## config.mk

```make
export PLATFORM = sky130hd
export DESIGN_NAME = border_splitter
export DESIGN_NICKNAME = d
export VERILOG_FILES = /design/src/logic/link_pkg.sv /design/src/logic/border_splitter.sv
export SDC_FILE = /design/constraint.sdc
export NUM_CORES = 1
export LEC_CHECK = 0
export BUFFER_PORTS_ARGS = -buffer_cell sky130_fd_sc_hd__buf_2
export CAP_MARGIN = 10
export CORE_UTILIZATION = 38
export CTS_CLUSTER_SIZE = 16
export DETAILED_ROUTE_END_ITERATION = 16
export PLACE_DENSITY = 0.81
export SLEW_MARGIN = 20
export SYNTH_ARGS = -nofsm -noshare
export SYNTH_HDL_FRONTEND = slang
export SYNTH_SLANG_ARGS = --single-unit
```

## constraint.sdc

```tcl
create_clock -name clk -period 2.7 [get_ports clk]
set_input_delay 0.54 -clock clk [delete_from_list [all_inputs] [get_ports clk]]
set_output_delay 0.54 -clock clk [all_outputs]
set_load 0.01 [all_outputs]
```

## src/logic/link_pkg.sv

```systemverilog
`default_nettype none

package link_pkg;

    // link message layout
    localparam int msg_width     = 64;
    localparam int payload_width = 32;

    // FPGA id of the receiving neighbor
    localparam int id_msb   = 63;
    localparam int id_lsb   = 56;
    localparam int id_width = id_msb - id_lsb + 1;

    // the tag byte holds the side bit on top of the channel index
    localparam int tag_msb   = 55;
    localparam int tag_lsb   = 48;
    localparam int tag_width = tag_msb - tag_lsb + 1;

    // 0 is north, 1 is south
    localparam int side_bit = 55;

    localparam int chan_msb   = 54;
    localparam int chan_lsb   = 48;
    localparam int chan_width = chan_msb - chan_lsb + 1;

    // tag byte of messages that belong to the control block
    localparam logic [tag_width-1:0] control_tag = '1;

endpackage

`default_nettype wire

```

## src/logic/border_splitter.sv

```systemverilog
`timescale 1ns/1ps
`default_nettype none

module border_splitter import link_pkg::*; #(
    parameter int num_channels = 4
) (
    input  logic                                  clk,
    input  logic                                  reset,
    input  logic [msg_width-1:0]                  in_data,
    input  logic                                  in_valid,
    output logic                                  in_ready,
    output logic [num_channels*payload_width-1:0] out_data,
    output logic [num_channels-1:0]               out_valid,
    input  logic [num_channels-1:0]               out_ready
);

    logic [msg_width-1:0]  held_data;
    logic                  held_valid;
    logic [chan_width-1:0] held_chan;
    logic [chan_width-1:0] in_chan;
    logic                  drained;

    assign held_chan = held_data[chan_msb:chan_lsb];
    assign in_chan   = in_data[chan_msb:chan_lsb];

    // every slice carries the payload, only the addressed channel sees valid
    always_comb begin
        logic hit;
        drained = 1'b0;
        for (int i = 0; i < num_channels; i++) begin
            hit          = held_valid && (held_chan == chan_width'(i));
            out_valid[i] = hit;
            out_data[i*payload_width +: payload_width] = held_data[payload_width-1:0];
            if (hit && out_ready[i]) begin
                drained = 1'b1;
            end
        end
    end

    assign in_ready = !held_valid || drained;

    always_ff @(posedge clk) begin
        if (reset) begin
            held_valid <= 1'b0;
        end else if (in_ready) begin
            // a channel index past the last channel is accepted and dropped
            held_valid <= in_valid && (in_chan < chan_width'(num_channels));
        end
    end

    always_ff @(posedge clk) begin
        if (in_ready && in_valid) begin
            held_data <= in_data;
        end
    end

endmodule

`default_nettype wire

```

Word-level counts from Yosys, hierarchy flattened. Cells that the tools add are included.

Reduce and logical (&&, ||, !) cells: 13. Divide/modulo/power cells: 0. Shifts and indexed selects: 0. $lt $le $gt $ge: 1. Equality and inequality tests: 3. Muxes and demuxes: 4. $mul: 0. Bitwise gates (word level): 0. $add $sub $neg: 0.

Operator list (count): == test 7 x 2 -> 1 bit (second input constant) (2); logical AND 1 bit (10); == test 7 x 1 -> 1 bit (second input constant) (1); logical NOT 7 bit (1); < comparator 7 x 3 -> 1 bit (second input constant) (1); 2-to-1 mux 1 bit (4); logical NOT 1 bit (1); logical OR 1 bit (1).

Register bits after elaboration: 56. Output and inout bits: 133. Memories: 0. Memory bits (writable): 0. Bits of input ports: 71. ROM bits: 0. Latch bits: 0. Word-level logic and storage cells: 23.

Depth between registers and ports, before layout.
Word-level depth: 9. Mapped depth: 3. Gate-level depth less buffers: 3.

Least setup slack after synthesis. No wires, ideal clock.

Path kind: register -> register. Start: register held_data[48]. End: register held_data[0] (enable). Clock period less this slack: 2366 ps. Slack: 334 ps. Path buffers: 0. Setup time: 400 ps. Arrival: 1966 ps. Data required time: 2300 ps. Cell stages (with the launch flop): 4. Cells stage by stage: edfxtp_1 > mux4_2 > a31o_1 > and2_1.

Cells in the longest elaborated chain, start to end: 9. Elaborated cells between the ends (all ways): 18. Those cells by class: 3 x eq/ne; 4 x mux; 11 x reduce/logical.

RTL lines: start: declaration (RTL line border_splitter.sv:17) `logic [msg_width-1:0] held_data;`; start signal: assignment (RTL line border_splitter.sv:53) `held_data <= in_data;`; logical NOT 7 bit (RTL line border_splitter.sv:31) `hit = held_valid && (held_chan == chan_width'(i));`; logical AND 1 bit (RTL line border_splitter.sv:31); logical AND 1 bit (RTL line border_splitter.sv:34) `if (hit && out_ready[i]) begin`; 2-to-1 mux 1 bit (3 in a row) (RTL line border_splitter.sv:34); 2-to-1 mux 1 bit (*) (RTL line border_splitter.sv:34); logical OR 1 bit (*) (RTL line border_splitter.sv:40) `assign in_ready = !held_valid || drained;`; via in_ready (RTL line border_splitter.sv:11) `output logic in_ready,`; logical AND 1 bit (*) (RTL line border_splitter.sv:52) `if (in_ready && in_valid) begin`.

The timed path passes the listed nets; every way through them passes the cells marked *. A chain may end at the register's enable or synchronous reset.

Worst setup path in the final report.
Start: register held_data[48]. End: output port in_ready.

Cells in the longest elaborated chain, start to end: 8. Elaborated cells between the ends (all ways): 17. Those cells by class: 3 x eq/ne; 4 x mux; 10 x reduce/logical.

RTL lines (RTL line): logical NOT 7 bit (border_splitter.sv:31); logical AND 1 bit (border_splitter.sv:31); logical AND 1 bit (border_splitter.sv:34); 2-to-1 mux 1 bit (3 in a row) (border_splitter.sv:34); 2-to-1 mux 1 bit (*) (border_splitter.sv:34); logical OR 1 bit (*) (border_splitter.sv:40); end: declaration (border_splitter.sv:11).

Every way passes the cells marked *; elsewhere a longest branch is shown, timed or not.

==> results.yml <==
yosys:
  yosysWarningCount: 0
  synthTopCellsByArea: "edfxtp_1 52%, buf_4 43%, nor3_1 1.1%"
  synth_cells: 185
  ys_seq_area_share_pct: 52.7
  postSynthAreaPerCell_um2: 12.2
  synth.ff_latch_count: 40
  yosysTopAreaCellShare_pct: 51.9
  synth_area_um2: 2260
  synth_cell_type_count: 13
  synth_fp_nets: 256
  yosys.area.top_type: "edfxtp_1"
floorplan:
  io_pins: 204
  die_h_um: 79.1
  dieArea_um2: 6260
  start_util_pct: 40.3
  die_width_um: 79.1
  core_region_area_um2: 5610
  rows: 27
worst_setup_path:
  path_cells: "mux4_2 > a31o_1 > buf_2"
  cp-end-kind: "output port"
  crit_path_max_incr_delay_ns: 0.51
  startpoint_type: "register"
  critPathBufInv: 1
  critPathMaxFanout: 4
  cp_data_required_time_ns: 2.16
  worstPathArrival_ns: 1.62
  path_class: "register to output port"
  critical-path-top-delay-family: "multiplexers"
  slowest_stage: "mux4_2"
pwr:
  irDropWorstVdd_v: 0.000283
  p_leak_nw: 1.17
  power_density_nw_per_um2: 562
clock_tree:
  cts_buffers: 5
  post-cts-setup-buffers: 0
  clock_path_buffers: 2
  clk_latency_ns: 0.28
  h-tree-depth: 2
  cts.sinks: 40
  clk_pin_slew_ns: 0.08
  cts_tree: "done"
  postCtsHoldBufs: 0
  cts_resized: 0
  root_buffer: "clkbuf_8"
status:
  status: "complete, no violations"
global_routing:
  grt_pass1_vias: 1011
  grt_max_degree: 40
  grt_usage_pct: 9.90
  overflow: 0
  grt_pass1_wl_um: 4640
  grt_antenna_before_repair: 1
timing:
  finalCriticalPeriod_ns: 2.16
  setup_viol: 0
  hold_viol: 0
  maxSlewHeadroom_pct: 41.2
  max_freq_mhz: 463
  period_share_pct: 79.9
  tns_ns: 0
  rsz0062_at_grt: "no"
  worstMarginPinSlew_ns: 0.883
  slew_violations: 0
  fin_skew_ns: 0.0103
routing:
  drt-pass1-iter-count: 3
  post-route-drc-count: 0
  wl_per_cell_um: 10.9
  vias: 1247
  drtIter0Drc: 29
  totalWireLength_um: 3440
  vias_per_cell: 3.96
  antenna_left: 0
final_layout:
  layout_common_cells: "178 x buf_2, 39 x edfxtp_1, 5 x nor3_1, 5 x clkbuf_8, 4 x inv_1"
  fin_util_pct: 42.1
  fillCellCount: 567
  layout.nets: 313
  syn_to_final_growth_pct: 4.54
  mostFrequentLayoutCell: "buf_2"
  drive_above_1_share_pct: 76.5
  antenna_cells: 0
place:
  place.gp.congestion: 0.688
  dp_hpwl_um: 2790
  io_buffers: 178
hold_path:
  hp-class: "primary input to register"
run:
  maxCapViolCount: 0
-- metal layers --
layer / track usage, % / routed length [µm] / vias up
met5: 0 / 11 / -
met4: 3.82 / 14 / 2
met3: 5.29 / 411 / 4
met2: 18.4 / 1920 / 95
met1: 8.90 / 1090 / 552
li1: - / - / 594
-- where the power goes --
group          internal [mW]  switching [mW]
clock network          0.181           0.188
registers              0.724          0.0239
logic                 0.0953           0.114
-- synth_stat cells --
cell and count:
buf_4 128, edfxtp_1 39, nor3_1 5, inv_1 4, a31o_1 1, and2_1 1, dfxtp_1 1, mux4_2 1
nand2_1 1, nand3_1 1, nor4_1 1, nor4b_1 1, o21ai_1 1
-- logic make-up after synthesis --
logic type	count (synthesis)	share of synthesized area [%]
simple gates	10	2.44
buf+inv	132	43.2
mux	1	0.997
flops	40	52.7
compound gates	2	0.609
-- path summary, 6_finish.rpt --
path,start,endpoint,slack [ns],cells past startpoint
max,held_data[48],in_ready,0.54,3
max reg2reg,held_data[52],held_data[26],0.57,3
min reg2reg,held_valid,held_valid,0.59,3
min,in_data[7],held_data[7],0.42,1
-- metrics by stage --
| stage | power (mW) | instance area (µm²) | hold slack [ns] | worst slack (ns) | cells |
|---|---|---|---|---|---|
| 4_1_cts | 1.35 | 2360 | 0.408 | 0.505 | 315 |
| 6_report | 1.33 | 2360 | 0.425 | 0.542 | 315 |
| 5_1_grt | 1.40 | 2360 | 0.401 | 0.353 | 315 |
| 3_3_place_gp | 0.970 | 2280 | 0.563 | 0.495 | 307 |
| 3_5_place_dp | 0.975 | 2280 | 0.585 | 0.476 | 307 |
| 2_1_floorplan | 0.982 | 2260 | 0.607 | 0.334 | 185 |
-- final cells by class --
type / count / area [µm²] / share of cell area [%]
well taps: 72 / 90.1 / 3.82
clock inverters: 1 / 5.00 / 0.212
clock buffers: 7 / 76.3 / 3.23
repair buffers: 178 / 891 / 37.7
multi-input cells: 13 / 92.6 / 3.92
inverters: 4 / 15.0 / 0.636
flip-flops and latches: 40 / 1190 / 50.5
-- flip-flops by register name, indices dropped and copies added, names as in the netlist --
name and flops:
held_valid 1, held_data 39
Power figures use the tool's default switching activity.
