[src/logic/msg_fifo.sv]
`timescale 1ns/1ps
`default_nettype none

module msg_fifo #(
    parameter int width = 64,
    parameter int depth = 8
) (
    input  logic             clk,
    input  logic             reset,
    input  logic [width-1:0] in_data,
    input  logic             in_valid,
    output logic             in_ready,
    output logic [width-1:0] out_data,
    output logic             out_valid,
    input  logic             out_ready
);

    localparam int ptr_width   = $clog2(depth);
    localparam int count_width = $clog2(depth + 1);

    logic [width-1:0]       mem [depth];
    logic [ptr_width-1:0]   wr_ptr;
    logic [ptr_width-1:0]   rd_ptr;
    logic [count_width-1:0] count;
    logic                   push;
    logic                   take;
    logic                   from_mem;
    logic                   bypass;
    logic                   to_mem;

    assign in_ready = (count != count_width'(depth));
    assign push     = in_valid && in_ready;

    // the output register can load when it is empty or drained this cycle
    assign take     = !out_valid || out_ready;
    assign from_mem = take && (count != '0);

    // with nothing stored, a new word skips the memory and goes straight out
    assign bypass   = take && (count == '0) && push;
    assign to_mem   = push && !bypass;

    always_ff @(posedge clk) begin
        if (reset) begin
            wr_ptr    <= '0;
            rd_ptr    <= '0;
            count     <= '0;
            out_valid <= 1'b0;
        end else begin
            if (to_mem) begin
                wr_ptr <= wr_ptr + 1'b1;
            end
            if (from_mem) begin
                rd_ptr <= rd_ptr + 1'b1;
            end
            if (to_mem && !from_mem) begin
                count <= count + 1'b1;
            end else if (from_mem && !to_mem) begin
                count <= count - 1'b1;
            end
            if (take) begin
                out_valid <= from_mem || bypass;
            end
        end
    end

    always_ff @(posedge clk) begin
        if (to_mem) begin
            mem[wr_ptr] <= in_data;
        end
        if (from_mem) begin
            out_data <= mem[rd_ptr];
        end else if (bypass) begin
            out_data <= in_data;
        end
    end

endmodule

`default_nettype wire

[config.mk]
export PLATFORM = sky130hd
export DESIGN_NAME = msg_fifo
export DESIGN_NICKNAME = d
export VERILOG_FILES = /design/src/logic/msg_fifo.sv
export SDC_FILE = /design/constraint.sdc
export NUM_CORES = 1
export LEC_CHECK = 0
export BUFFER_PORTS_ARGS = -buffer_cell sky130_fd_sc_hd__buf_2
export CELL_PAD_IN_SITES_DETAIL_PLACEMENT = 0
export CELL_PAD_IN_SITES_GLOBAL_PLACEMENT = 1
export CORE_MARGIN = 2
export CORE_UTILIZATION = 30
export DETAILED_ROUTE_END_ITERATION = 12
export PLACE_DENSITY_LB_ADDON = 0.1
export SYNTH_ARGS = -nofsm -noshare
export SYNTH_HDL_FRONTEND = slang
export SYNTH_SLANG_ARGS = --single-unit
[constraint.sdc]
create_clock -name clk -period 8.4 [get_ports clk]
set_clock_uncertainty 0.15 [all_clocks]
set_input_delay 0.42 -clock clk [delete_from_list [all_inputs] [get_ports clk]]
set_output_delay 0.42 -clock clk [all_outputs]
set_load 0.05 [all_outputs]
# Word-level counts from Yosys, hierarchy flattened
# Memories as Yosys holds them, arrays and structs flattened. A register that Yosys moved wholly into a read port is not among the register bits.
# Cells that the tools add are included.
# totals
ff_bits,75
mem_bits_rw,512
input_bits,68
n_memories,1
# memory_table
memory,words,word_bits,read_ports,rd_clocked_by_memory_dff,write_ports,line,text
mem,8,64,1,1,1,21,logic [width-1:0] mem [depth];
# op_classes
n_addsub,4
n_eq_ne,1
muxes,8
reduce_logical,17
# op_table
cell,n
64-bit two-way mux,2
4-bit two-way mux,2
1-bit logical AND,7
3-bit by 1-bit adder with 3-bit output (second input constant),2
3-bit two-way mux,2
4-bit by 1-bit adder with 4-bit output (second input constant),1
1-bit logical NOT,4
4-bit logical NOT,1
4-bit inequality test (second input constant),1
2-bit nonzero test,2
4-bit nonzero test,1
4-bit by 1-bit subtractor with 4-bit output (second input constant),1
1-bit logical OR,2
1-bit two-way mux,2

# Longest topological paths before layout
# Gate-level depths: netlist of run 1.
# logic_depth
ltp_word,10
ltp_mapped,12
ltp_nobuf,10

# Worst setup path after synthesis of run 1
# Ideal clock, no wire load.
# synth_path
path_type,register to register
start,register out_valid
end,"memory mem[3][0], enable pin"
t_arrival_ps,5620
path_slack_ps,2065
path_stages_with_launch,5
path_buffers,0
synth_period_minus_slack_ps,6335
path_cell_list,dfxtp_1 nand2b_1 o21ai_0 nand2_1 nor3_1
# synth_between
elab_chain_cells,8
# synth_rtl
item,line,text
start: declaration,14,"output logic out_valid,"
start signal: assignment,61,out_valid <= from_mem || bypass;
1-bit logical NOT,35,assign take = !out_valid || out_ready;
1-bit logical OR,35,
1-bit logical AND (2 in series),39,assign bypass = take && (count == '0) && push;
1-bit logical NOT,40,assign to_mem = push && !bypass;
1-bit logical AND,40,
1-bit two-way mux,67,if (to_mem) begin
1-bit two-way mux (not written as such),68,mem[wr_ptr] <= in_data;
end: declaration,21,
# No other way between the ends.

# Worst setup path in the final report of run 1
# layout_path
start,register count[0]
end,register count[3]
# layout_between
elab_chain_cells,8
elab_cells_between_ends,18
cone_classes,add/sub (2); eq/ne (1); mux (2); reduce/logical (13)
# layout_rtl
item,line,text
start: declaration,24,logic [count_width-1:0] count;
start signal: assignment,56,count <= count + 1'b1;
start signal: assignment,58,count <= count - 1'b1;
4-bit inequality test or 4-bit logical NOT (tied branches),"31, 39",
1-bit logical AND (on tied branches),"32, 39",
1-bit logical AND,39,
1-bit logical NOT,40,
1-bit logical AND,40,
1-bit logical NOT,57,end else if (from_mem && !to_mem) begin
1-bit logical AND,57,
2-bit nonzero test (no source line),-,
# Several ways; a longest one is shown, not always the timed one. The select of a mux whose other input is x is not followed.
# A chain may end at the register's enable or synchronous reset.

==> metrics.cfg, run 1 <==
[power]
powerDensity_nw_per_um2=336
ir_worst_vdd_mv=0.222
leakage_uw=0.00930

[logic_synthesis]
synthDistinctLibCells=33
synth_edf_count=576
yosysWarnings=0
ys_ff_latch=590
synth_cells=1312
yosysSeqAreaShare=0.772
syn_nets=1386
synthArstFlopShare=0
syn_area_um2=22800
synth_flop_cell=edfxtp_1
syn_avg_cell_area_um2=17.3

[finish]
syn2layout_area_growth_pct=19.8
fin_nets=1604
final_area_um2=27300
final_cell_mix=edfxtp_1 (576), mux2i_1 (257), nand2_1 (135), buf_2 (133), a22oi_1 (128)
fin_util=0.364
layout_commonest_cell=edfxtp_1
layout-drive-gt1-share=0.166
fillers=7088

[critical_path]
cp-end-kind=register
path_delay_family=compound AO/OA/AOI/OAI gates
cp_slowest_stage_delay_ns=0.64
cpMostUsedCell=ha_1
cp-start-kind=register
cp.depth=10
crit_arrival_ns=3.99
cp.required_ns=8.72
r2r_cells=10
criticalPathCategory=reg2reg
reg2reg_setup_slack_ns=4.73
r2r-start=count[0]$_SDFFE_PP0P_
crit_buf_inv=2
cp_max_fo=33
crit_path_top_delay_cell=clkinv_2
path_cells=or3_4, o21a_4, clkinv_2, ha_1, inv_1, ha_1, a21oi_1, a211oi_1, a31oi_1, mux2_2
r2r_end=count[3]$_SDFFE_PP0P_

[clocking]
cts_sinks=590
post-cts-setup-buffers=0
post_cts_resized=0
clock_latency_ns=0.60
root_buffer=clkbuf_16
holdBufCountCts=61
clockBufferDepth=3
h-tree-depth=3
clk_pin_slew_ns=0.06
cts_tree=done
numCtsBuffers=69

[floorplan]
initial_core_util=0.304
coreArea_um2=74800
floorplan.die.height_um=279
die_w_um=279
die_area_um2=78100
ios=134
rows=100

[sta]
clock.fmax_mhz=273
fin_crit_sh=0.437
hold_viol_final=0
finalSetupViolCount=0
min_period_ns=3.67
maxSlewViolCount=0
setup-tns-final_ns=0
rsz0062_at_grt=false
maxSlewHeadroom=0.174
worstMarginPinSlew_ns=1.24

[grt]
grt_first_pass_wirelength_um=84300
antenna_found_initial=5
grt_max_degree=123
grtUsageTotal=0.146
grt_pass1_vias=12591
grt-ovfl-total=0

[placed_design]
io_buffers=133
hpwl_um=28500
place_area_um2=24500
gp_congestion=0.659

[detailed_routing]
ant_nets=0
drt-vias-per-instance=4.71
dr.pass1.iters=5
wl_per_cell_um=22.4
routed_wl_um=57100
drc=0
vias=12020
drt-initial-drc-count=744

[flow_run]
max_cap_violations=0

[hold_path]
hold_class=in2reg
min_to=mem[7][40]$_DFFE_PP_
min_path_cells=1
hp-start=in_data[40]

[status]
status=finished, final reports clean

metal layers:
metal / track usage / part of all wire / wire, um
met1: 0.197 / 0.46 / 26300
met2: 0.243 / 0.48 / 27400
met3: 0.0259 / 0.040 / 2290
met4: 0.0421 / 0.018 / 1020
met5: 0 / 0.00072 / 41
worst max path at each step:
stage	startpoint	end	slack, ns
after detailed placement	out_ready	count[3]$_SDFFE_PP0P_	4.63
after floorplan	out_valid$_SDFFE_PP0P_	mem[3][0]$_DFFE_PP_	2.07
after global placement	out_ready	count[3]$_SDFFE_PP0P_	4.68
after CTS	count[0]$_SDFFE_PP0P_	count[3]$_SDFFE_PP0P_	4.68
after global routing	count[0]$_SDFFE_PP0P_	count[3]$_SDFFE_PP0P_	4.41
final	count[0]$_SDFFE_PP0P_	count[3]$_SDFFE_PP0P_	4.73
sequential cells by signal, summed over array words and instances, names as in the netlist, named ones only:
register,cells
mem,512
count,4
rd_ptr,3
out_data,64
out_valid,1
wr_ptr,3
worst register-to-register path, stage by stage, from the launching register on:
cell and delay (ns):
dfxtp_1 0.44, or3_4 0.20, o21a_4 0.35, clkinv_2 0.65
ha_1 0.47, inv_1 0.15, ha_1 0.29, a21oi_1 0.21
a211oi_1 0.11, a31oi_1 0.18, mux2_2 0.35
per-stage QoR:
stage	std cells	power (uW)	hold slack, ns	setup slack (ns)
after floorplan	1312	5710	0.304	2.07
after global placement	2367	6430	0.330	4.68
after detailed placement	2367	6440	0.325	4.63
after CTS	2549	9350	0.000340	4.68
after global routing	2551	9630	0.00626	4.41
final	2551	9170	0.0206	4.73
final cells by class:
type | instances | area [um2] | area share
Antenna cell | 2 | 5.00 | 0.000184
Clock buffer | 96 | 1910 | 0.0702
Clock inverter | 25 | 208 | 0.00762
Inverter | 4 | 16.3 | 0.000596
Multi-Input combinational cell | 645 | 4850 | 0.178
Sequential cell | 590 | 17600 | 0.645
Tap cell | 969 | 1210 | 0.0445
Timing Repair Buffer | 220 | 1480 | 0.0544
kinds of logic after synthesis:
family	share of synthesized area
flip-flops	0.772
multiplexers	0.114
AND/OR/NAND/NOR	0.0441
AO/OA/AOI/OAI	0.0459
buffers and inverters	0.0186
adder cells (fa/ha/maj)	0.00363
XOR/XNOR	0.00192
where the power goes:
part	switching [uW]	internal, uW	leakage, uW	total [uW]
Clock	1160	1680	0.00103	2840
Sequential	155	3670	0.00539	3830
Combinational	1790	715	0.00288	2500
Total	3100	6070	0.00930	9170
synth_stat cells (all sizes together), types with 3 or more instances:
cell / instances / share of area
a21oi: 7 / 0.0015
a22oi: 128 / 0.042
buf: 39 / 0.012
clkbuf: 34 / 0.0056
dfxtp: 14 / 0.012
edfxtp: 576 / 0.76
ha: 5 / 0.0027
inv: 3 / 0.00049
mux2i: 257 / 0.11
nand2: 135 / 0.022
nand2b: 3 / 0.00082
nand3: 67 / 0.015
nor2: 16 / 0.0026
nor2b: 3 / 0.00082
nor3: 6 / 0.0013
xor2: 3 / 0.0012
No activity file was read; power rests on OpenSTA's default activity.
==> run 2: changes to the inputs <==
==> constraint.sdc (replaced) <==
create_clock -name clk -period 3 [get_ports clk]
set_clock_uncertainty 0.15 [all_clocks]
set_input_delay 0.15 -clock clk [delete_from_list [all_inputs] [get_ports clk]]
set_output_delay 0.15 -clock clk [all_outputs]
set_load 0.05 [all_outputs]
==> run 2 against run 1 <==
Effect of this change: flip-flop and latch count did not move; global-route usage up 0.25 points; highest routed layer unchanged; clock-buffer cell count fell by 9; via count increased by 1.6%; cell area grew 1.9%; die area did not move; first-iteration DRC count down 5.1%; clock power grew to 2.7 times the previous value; non-clock buffer count grew 25; critical path depth is the same.
==> metrics.cfg, run 2 (synthesized netlist as in run 1, its figures left out) <==
[critical_path]
criticalPathCategory=reg2reg  ; unchanged
cp-end-kind=register  ; unchanged
r2r_cells=10  ; unchanged
cp-start-kind=register  ; unchanged
cp.required_ns=3.32  ; was 8.72 ns
r2r-start=count[1]$_SDFFE_PP0P_  ; was count[0]$_SDFFE_PP0P_
crit_arrival_ns=3.04  ; was 3.99 ns
cp_max_fo=5  ; was 33
r2r_end=count[3]$_SDFFE_PP0P_  ; unchanged
reg2reg_setup_slack_ns=0.28  ; was 4.73 ns

[clocking]
clk_pin_slew_ns=0.06  ; about the same
cts_tree=done  ; unchanged
clockBufferDepth=3  ; unchanged
cts_sinks=590  ; unchanged
clock_latency_ns=0.59  ; was 0.60 ns
h-tree-depth=3  ; unchanged
root_buffer=clkbuf_16  ; unchanged
numCtsBuffers=68  ; was 69

[grt]
grtUsageTotal=0.149  ; was 0.146
grt-ovfl-total=0  ; unchanged
grt_pass1_vias=12646  ; about the same
grt_max_degree=69  ; was 123
grt_first_pass_wirelength_um=85300  ; was 84300 um
antenna_found_initial=4  ; was 5

[sta]
clock.fmax_mhz=367  ; was 273 MHz
fin_crit_sh=0.908  ; was 0.437
hold_viol_final=0  ; unchanged
maxSlewViolCount=0  ; unchanged
maxSlewHeadroom=0.538  ; was 0.174
min_period_ns=2.72  ; was 3.67 ns
worstMarginPinSlew_ns=0.693  ; was 1.24 ns
finalSetupViolCount=0  ; unchanged
rsz0062_at_grt=false  ; unchanged

[flow_run]
max_cap_violations=0  ; unchanged

[finish]
fin_nets=1628  ; was 1604
fin_util=0.371  ; was 0.364
layout-drive-gt1-share=0.183  ; was 0.166
top_regs=mem: 512 flops, out_data: 64 flops, count: 4 flops  ; unchanged
regArea_um2=17600  ; about the same
final_area_um2=27800  ; was 27300 um2
layout_commonest_cell=edfxtp_1  ; unchanged
syn2layout_area_growth_pct=22.1  ; was 19.8%
final_cell_mix=edfxtp_1 (576), mux2i_1 (257), nand2_1 (134), buf_2 (133), a22oi_1 (128)  ; was edfxtp_1 (576), mux2i_1 (257), nand2_1 (135), buf_2 (133), a22oi_1 (128)
fillers=7033  ; was 7088
multi_input_area_um2=4900  ; was 4850 um2
regMostFlops=mem  ; unchanged
largest_reg_flops=512  ; unchanged
antenna_cells=0  ; was 2

[power]
powerDensity_nw_per_um2=931  ; was 336 nW/um2
leakage_uw=0.00952  ; was 0.00930 uW
switchingPower_uw=8820  ; was 3100 uW
intPower_uw=17100  ; was 6070 uW
ir_worst_vdd_mv=0.864  ; was 0.222 mV
p_comb_frac=0.289  ; was 0.273
clock_power_share=0.299  ; was 0.310
swShare=0.341  ; was 0.338
seqPwrFrac=0.412  ; was 0.417

[placed_design]
hpwl_um=28200  ; was 28500 um
gp_congestion=0.688  ; was 0.659
io_buffers=133  ; unchanged
place_area_um2=25000  ; was 24500 um2

[detailed_routing]
vias=12207  ; was 12.0k
dr.pass1.iters=5  ; unchanged
drc=0  ; unchanged
wl_per_cell_um=22.4  ; about the same
ant_nets=0  ; unchanged
drt-vias-per-instance=4.74  ; was 4.71
drt-initial-drc-count=706  ; was 744
routed_wl_um=57700  ; was 57100 um

[hold_path]
min_to=mem[1][44]$_DFFE_PP_  ; was mem[7][40]$_DFFE_PP_
min_path_cells=2  ; was 1
hp-start=in_data[44]  ; was in_data[40]
hold_class=in2reg  ; unchanged

[floorplan]
floorplan.die.height_um=279  ; unchanged
die_w_um=279  ; unchanged
rows=100  ; unchanged
initial_core_util=0.304  ; unchanged
coreArea_um2=74800  ; unchanged
die_area_um2=78100  ; unchanged
ios=134  ; unchanged

[status]
status=finished, final reports clean  ; unchanged

[run 2: final cells by class]
type,count,share of cell area
clock buffer,87,0.0657
clock inverter,38,0.00887
inverter,4,0.000585
multi-input combinational,645,0.176
sequential,590,0.633
tap,969,0.0436
timing repair buffer,245,0.0721
[run 2: worst max path at each step]
stage | cells after the start | startpoint | to
detailed placement | 10 | count[1]$_SDFFE_PP0P_ | count[3]$_SDFFE_PP0P_
global placement | 10 | count[1]$_SDFFE_PP0P_ | count[3]$_SDFFE_PP0P_
global route | 10 | count[1]$_SDFFE_PP0P_ | count[3]$_SDFFE_PP0P_
finish | 10 | count[1]$_SDFFE_PP0P_ | count[3]$_SDFFE_PP0P_
floorplan | 2 | wr_ptr[1]$_SDFFE_PP0P_ | mem[0][0]$_DFFE_PP_
CTS | 10 | count[1]$_SDFFE_PP0P_ | count[3]$_SDFFE_PP0P_
[run 2: through the flow]
stage / cells / worst slack, ns / power, uW / hold slack [ns] / TNS, ns
after floorplan: 1312 / -0.148 / 16000 / 0.0989 / -28.11
final: 2578 / 0.276 / 25900 / 0.238 / 0
after global placement: 2384 / 0.205 / 18400 / 0.292 / 0
after CTS: 2578 / 0.195 / 26400 / 0.197 / 0
after detailed placement: 2384 / 0.218 / 18400 / 0.297 / 0
after global routing: 2578 / 0.0828 / 27200 / 0.236 / 0
[run 2: critical path, stage by stage, from the launching register on]
cell,delay (ns)
dfxtp_1,0.36
or3_4,0.41
o21a_4,0.23
clkinv_2,0.06
ha_1,0.17
inv_1,0.09
ha_1,0.33
a21oi_1,0.20
a211oi_1,0.10
a31oi_1,0.17
mux2_2,0.34
[run 2: power by group through the flow]
| stage | sequential, uW | clock (uW) | combinational (uW) |
|---|---|---|---|
| finish | 10700 | 7740 | 7480 |
| global route | 10800 | 8320 | 8090 |
| CTS | 10700 | 8010 | 7670 |
| detailed placement | 10900 | 0 | 7590 |
| global placement | 10900 | 0 | 7570 |
| floorplan | 12400 | 0 | 3640 |
[run 2: layer usage]
| metal | vias up | wire (um) | global-route usage | part of all wire |
|---|---|---|---|---|
| li1 | 5631 | - | - | - |
| met1 | 6245 | 27200 | 0.207 | 0.47 |
| met3 | 83 | 2260 | 0.0249 | 0.039 |
| met5 | - | 38 | 0 | 0.00066 |
| met2 | 242 | 27100 | 0.240 | 0.47 |
| met4 | 6 | 1020 | 0.0444 | 0.018 |
[run 2: what timing repair did]
item / CTS / global route
gates resized for setup: 0 / 1
hold buffers: 69 / 0
buffers inserted: 0 / 0
endpoints found under the setup margin: 0 / 1
endpoints found under the hold margin: 590 / 0
==> run 3: changes to the inputs <==
--- a/config.mk
+++ b/config.mk
@@ -11,6 +11,7 @@
 export CORE_MARGIN = 2
 export CORE_UTILIZATION = 30
 export DETAILED_ROUTE_END_ITERATION = 12
+export GPL_TIMING_DRIVEN = 0
 export PLACE_DENSITY_LB_ADDON = 0.1
 export SYNTH_ARGS = -nofsm -noshare
 export SYNTH_HDL_FRONTEND = slang
==> run 3 against run 2 <==
Effect of this change: first-iteration DRC count increased by 16%; highest routed layer unchanged; largest cell class unchanged; sequential power about the same; routed wire length increased by 6.8%; sequential share of layout area decreased by 1.3 points.
==> metrics.cfg, run 3 (synthesized netlist as in run 1, its figures left out) <==
[finish]
largest_reg_flops=512  ; unchanged
final_cell_mix=edfxtp_1 (576), mux2i_1 (257), buf_2 (158), nand2_1 (134), a22oi_1 (128)  ; was edfxtp_1 (576), mux2i_1 (257), nand2_1 (134), buf_2 (133), a22oi_1 (128)
antenna_cells=0  ; unchanged
fillers=7008  ; was 7033
regMostFlops=mem  ; unchanged
layout-drive-gt1-share=0.191  ; was 0.183
layout_commonest_cell=edfxtp_1  ; unchanged
syn2layout_area_growth_pct=24.7  ; was 22.1%
fin_nets=1693  ; was 1628
top_regs=mem: 512 flops, out_data: 64 flops, count: 4 flops  ; unchanged

[hold_path]
min_path_cells=2  ; unchanged
hp-start=in_data[61]  ; was in_data[44]
hold_class=in2reg  ; unchanged
min_to=mem[5][61]$_DFFE_PP_  ; was mem[1][44]$_DFFE_PP_

[detailed_routing]
drc=0  ; unchanged
wl_per_cell_um=23.4  ; was 22.4 um
dr.pass1.iters=5  ; unchanged
ant_nets=0  ; unchanged
drt-initial-drc-count=822  ; was 706
drt-vias-per-instance=4.72  ; was 4.74
vias=12429  ; was 12.2k
routed_wl_um=61600  ; was 57700 um

[flow_run]
max_cap_violations=0  ; unchanged

[critical_path]
cp.required_ns=3.34  ; was 3.32 ns
cp_max_fo=12  ; was 5
r2r_cells=11  ; was 10
path_cells=or3_4, o21a_1, buf_6, clkinv_8, ha_1, inv_2, ha_4, a21oi_2, a211oi_1, a31oi_1, mux2_2  ; was or3_4, o21a_4, clkinv_2, ha_1, inv_1, ha_1, a21oi_1, a211oi_1, a31oi_1, mux2_2
r2r-start=count[0]$_SDFFE_PP0P_  ; was count[1]$_SDFFE_PP0P_
cp_slowest_stage_delay_ns=0.41  ; about the same
criticalPathCategory=reg2reg  ; unchanged
crit_path_top_delay_cell=or3_4  ; unchanged
r2r_end=count[3]$_SDFFE_PP0P_  ; unchanged
cp-end-kind=register  ; unchanged
crit_arrival_ns=3.15  ; was 3.04 ns
reg2reg_setup_slack_ns=0.19  ; was 0.28 ns
cp-start-kind=register  ; unchanged

[placed_design]
io_buffers=133  ; unchanged
hpwl_um=39100  ; was 28200 um
gp_congestion=0.689  ; was 0.688

[grt]
grt_max_degree=23  ; was 69
grt_pass1_vias=13076  ; was 12.6k
grtUsageTotal=0.158  ; was 0.149
grt_first_pass_wirelength_um=89300  ; was 85300 um
antenna_found_initial=1  ; was 4
grt-ovfl-total=0  ; unchanged

[clocking]
cts_tree=done  ; unchanged
h-tree-depth=3  ; unchanged
clock_latency_ns=0.60  ; was 0.59 ns
clk_pin_slew_ns=0.06  ; about the same
numCtsBuffers=68  ; unchanged
post-cts-setup-buffers=0  ; unchanged
root_buffer=clkbuf_16  ; unchanged
clockBufferDepth=3  ; unchanged
cts_sinks=590  ; unchanged

[sta]
fin_crit_sh=0.937  ; was 0.908
rsz0062_at_grt=false  ; unchanged
finalSetupViolCount=0  ; unchanged
maxSlewHeadroom=0.312  ; was 0.538
clock.fmax_mhz=356  ; was 367 MHz
min_period_ns=2.81  ; was 2.72 ns
hold_viol_final=0  ; unchanged
maxSlewViolCount=0  ; unchanged
holdWs_ns=0.236  ; was 0.238 ns
worstMarginPinSlew_ns=1.03  ; was 0.693 ns

[power]
powerDensity_nw_per_um2=930  ; was 931 nW/um2
ir_worst_vdd_mv=0.573  ; was 0.864 mV
totalPowerFinal_uw=26400  ; was 25900 uW
leakage_uw=0.00979  ; was 0.00952 uW

[floorplan]
floorplan.die.height_um=279  ; unchanged
initial_core_util=0.304  ; unchanged
die_w_um=279  ; unchanged
die_area_um2=78100  ; unchanged
ios=134  ; unchanged
rows=100  ; unchanged
coreArea_um2=74800  ; unchanged

[status]
status=finished, final reports clean  ; unchanged

-- run 3: layout make-up --
class | instances | area [um2] | share of cell area
Buffer | 72 | 403 | 0.0142
Sequential cell | 590 | 17600 | 0.619
Clock inverter | 25 | 193 | 0.00679
Tap cell | 969 | 1210 | 0.0427
Multi-Input combinational cell | 645 | 4890 | 0.172
Timing Repair Buffer | 238 | 2200 | 0.0776
Inverter | 4 | 27.5 | 0.000970
Clock buffer | 92 | 1880 | 0.0661
-- run 3: worst max path at each step --
stage                       endpoint              startpoint  slack (ns)
2_1_floorplan    mem[0][0]$_DFFE_PP_  wr_ptr[1]$_SDFFE_PP0P_       -0.15
3_3_place_gp    mem[7][41]$_DFFE_PP_   count[0]$_SDFFE_PP0P_       -2.31
3_5_place_dp   count[3]$_SDFFE_PP0P_   count[0]$_SDFFE_PP0P_       -0.37
4_1_cts        count[3]$_SDFFE_PP0P_   count[0]$_SDFFE_PP0P_        0.03
5_1_grt        count[3]$_SDFFE_PP0P_   count[1]$_SDFFE_PP0P_        0.03
6_report       count[3]$_SDFFE_PP0P_   count[0]$_SDFFE_PP0P_        0.19
-- run 3: routing by layer --
layer | track usage | wire (um) | vias up
li1 | - | - | 5772
met1 | 0.212 | 27900 | 6311
met2 | 0.266 | 29900 | 268
met3 | 0.0261 | 2670 | 76
met4 | 0.0447 | 1070 | 2
met5 | 0 | 11 | -
-- run 3: per-stage QoR --
stage	cell area [um2]	std cells	setup TNS [ns]	util	setup WS (ns)
3_3_place_gp	24700	2414	-1052.27	0.331	-2.31
5_1_grt	28400	2635	0	0.379	0.0347
6_report	28400	2635	0	0.379	0.190
2_1_floorplan	22900	1312	-28.11	-	-0.148
4_1_cts	28400	2635	0	0.379	0.0253
3_5_place_dp	25600	2451	-0.371	0.342	-0.368
-- run 3: critical path, delay by kind of cell, from the launching register on --
kind,cells,cell delay [ns]
AO/OA/AOI/OAI,4,0.66
adder cells (fa/ha/maj),2,0.43
buffers and inverters,3,0.35
flip-flops,1,0.35
multiplexers,1,0.35
AND/OR/NAND/NOR,1,0.41
-- run 3: repair_timing --
| item | 4_1_cts | 5_1_grt |
|---|---|---|
| hold endpoints to repair | 589 | 0 |
| hold buffers | 68 | 0 |
| resized for setup | 4 | 4 |
| setup endpoints to repair | 2 | 1 |
-- run 3: power breakdown --
part           internal (uW)  leakage [uW]  switching, uW
combinational           2410       0.00339           5630
clock                   4620       0.00101           3190
sequential             10300       0.00539            269
total                  17300       0.00979           9090
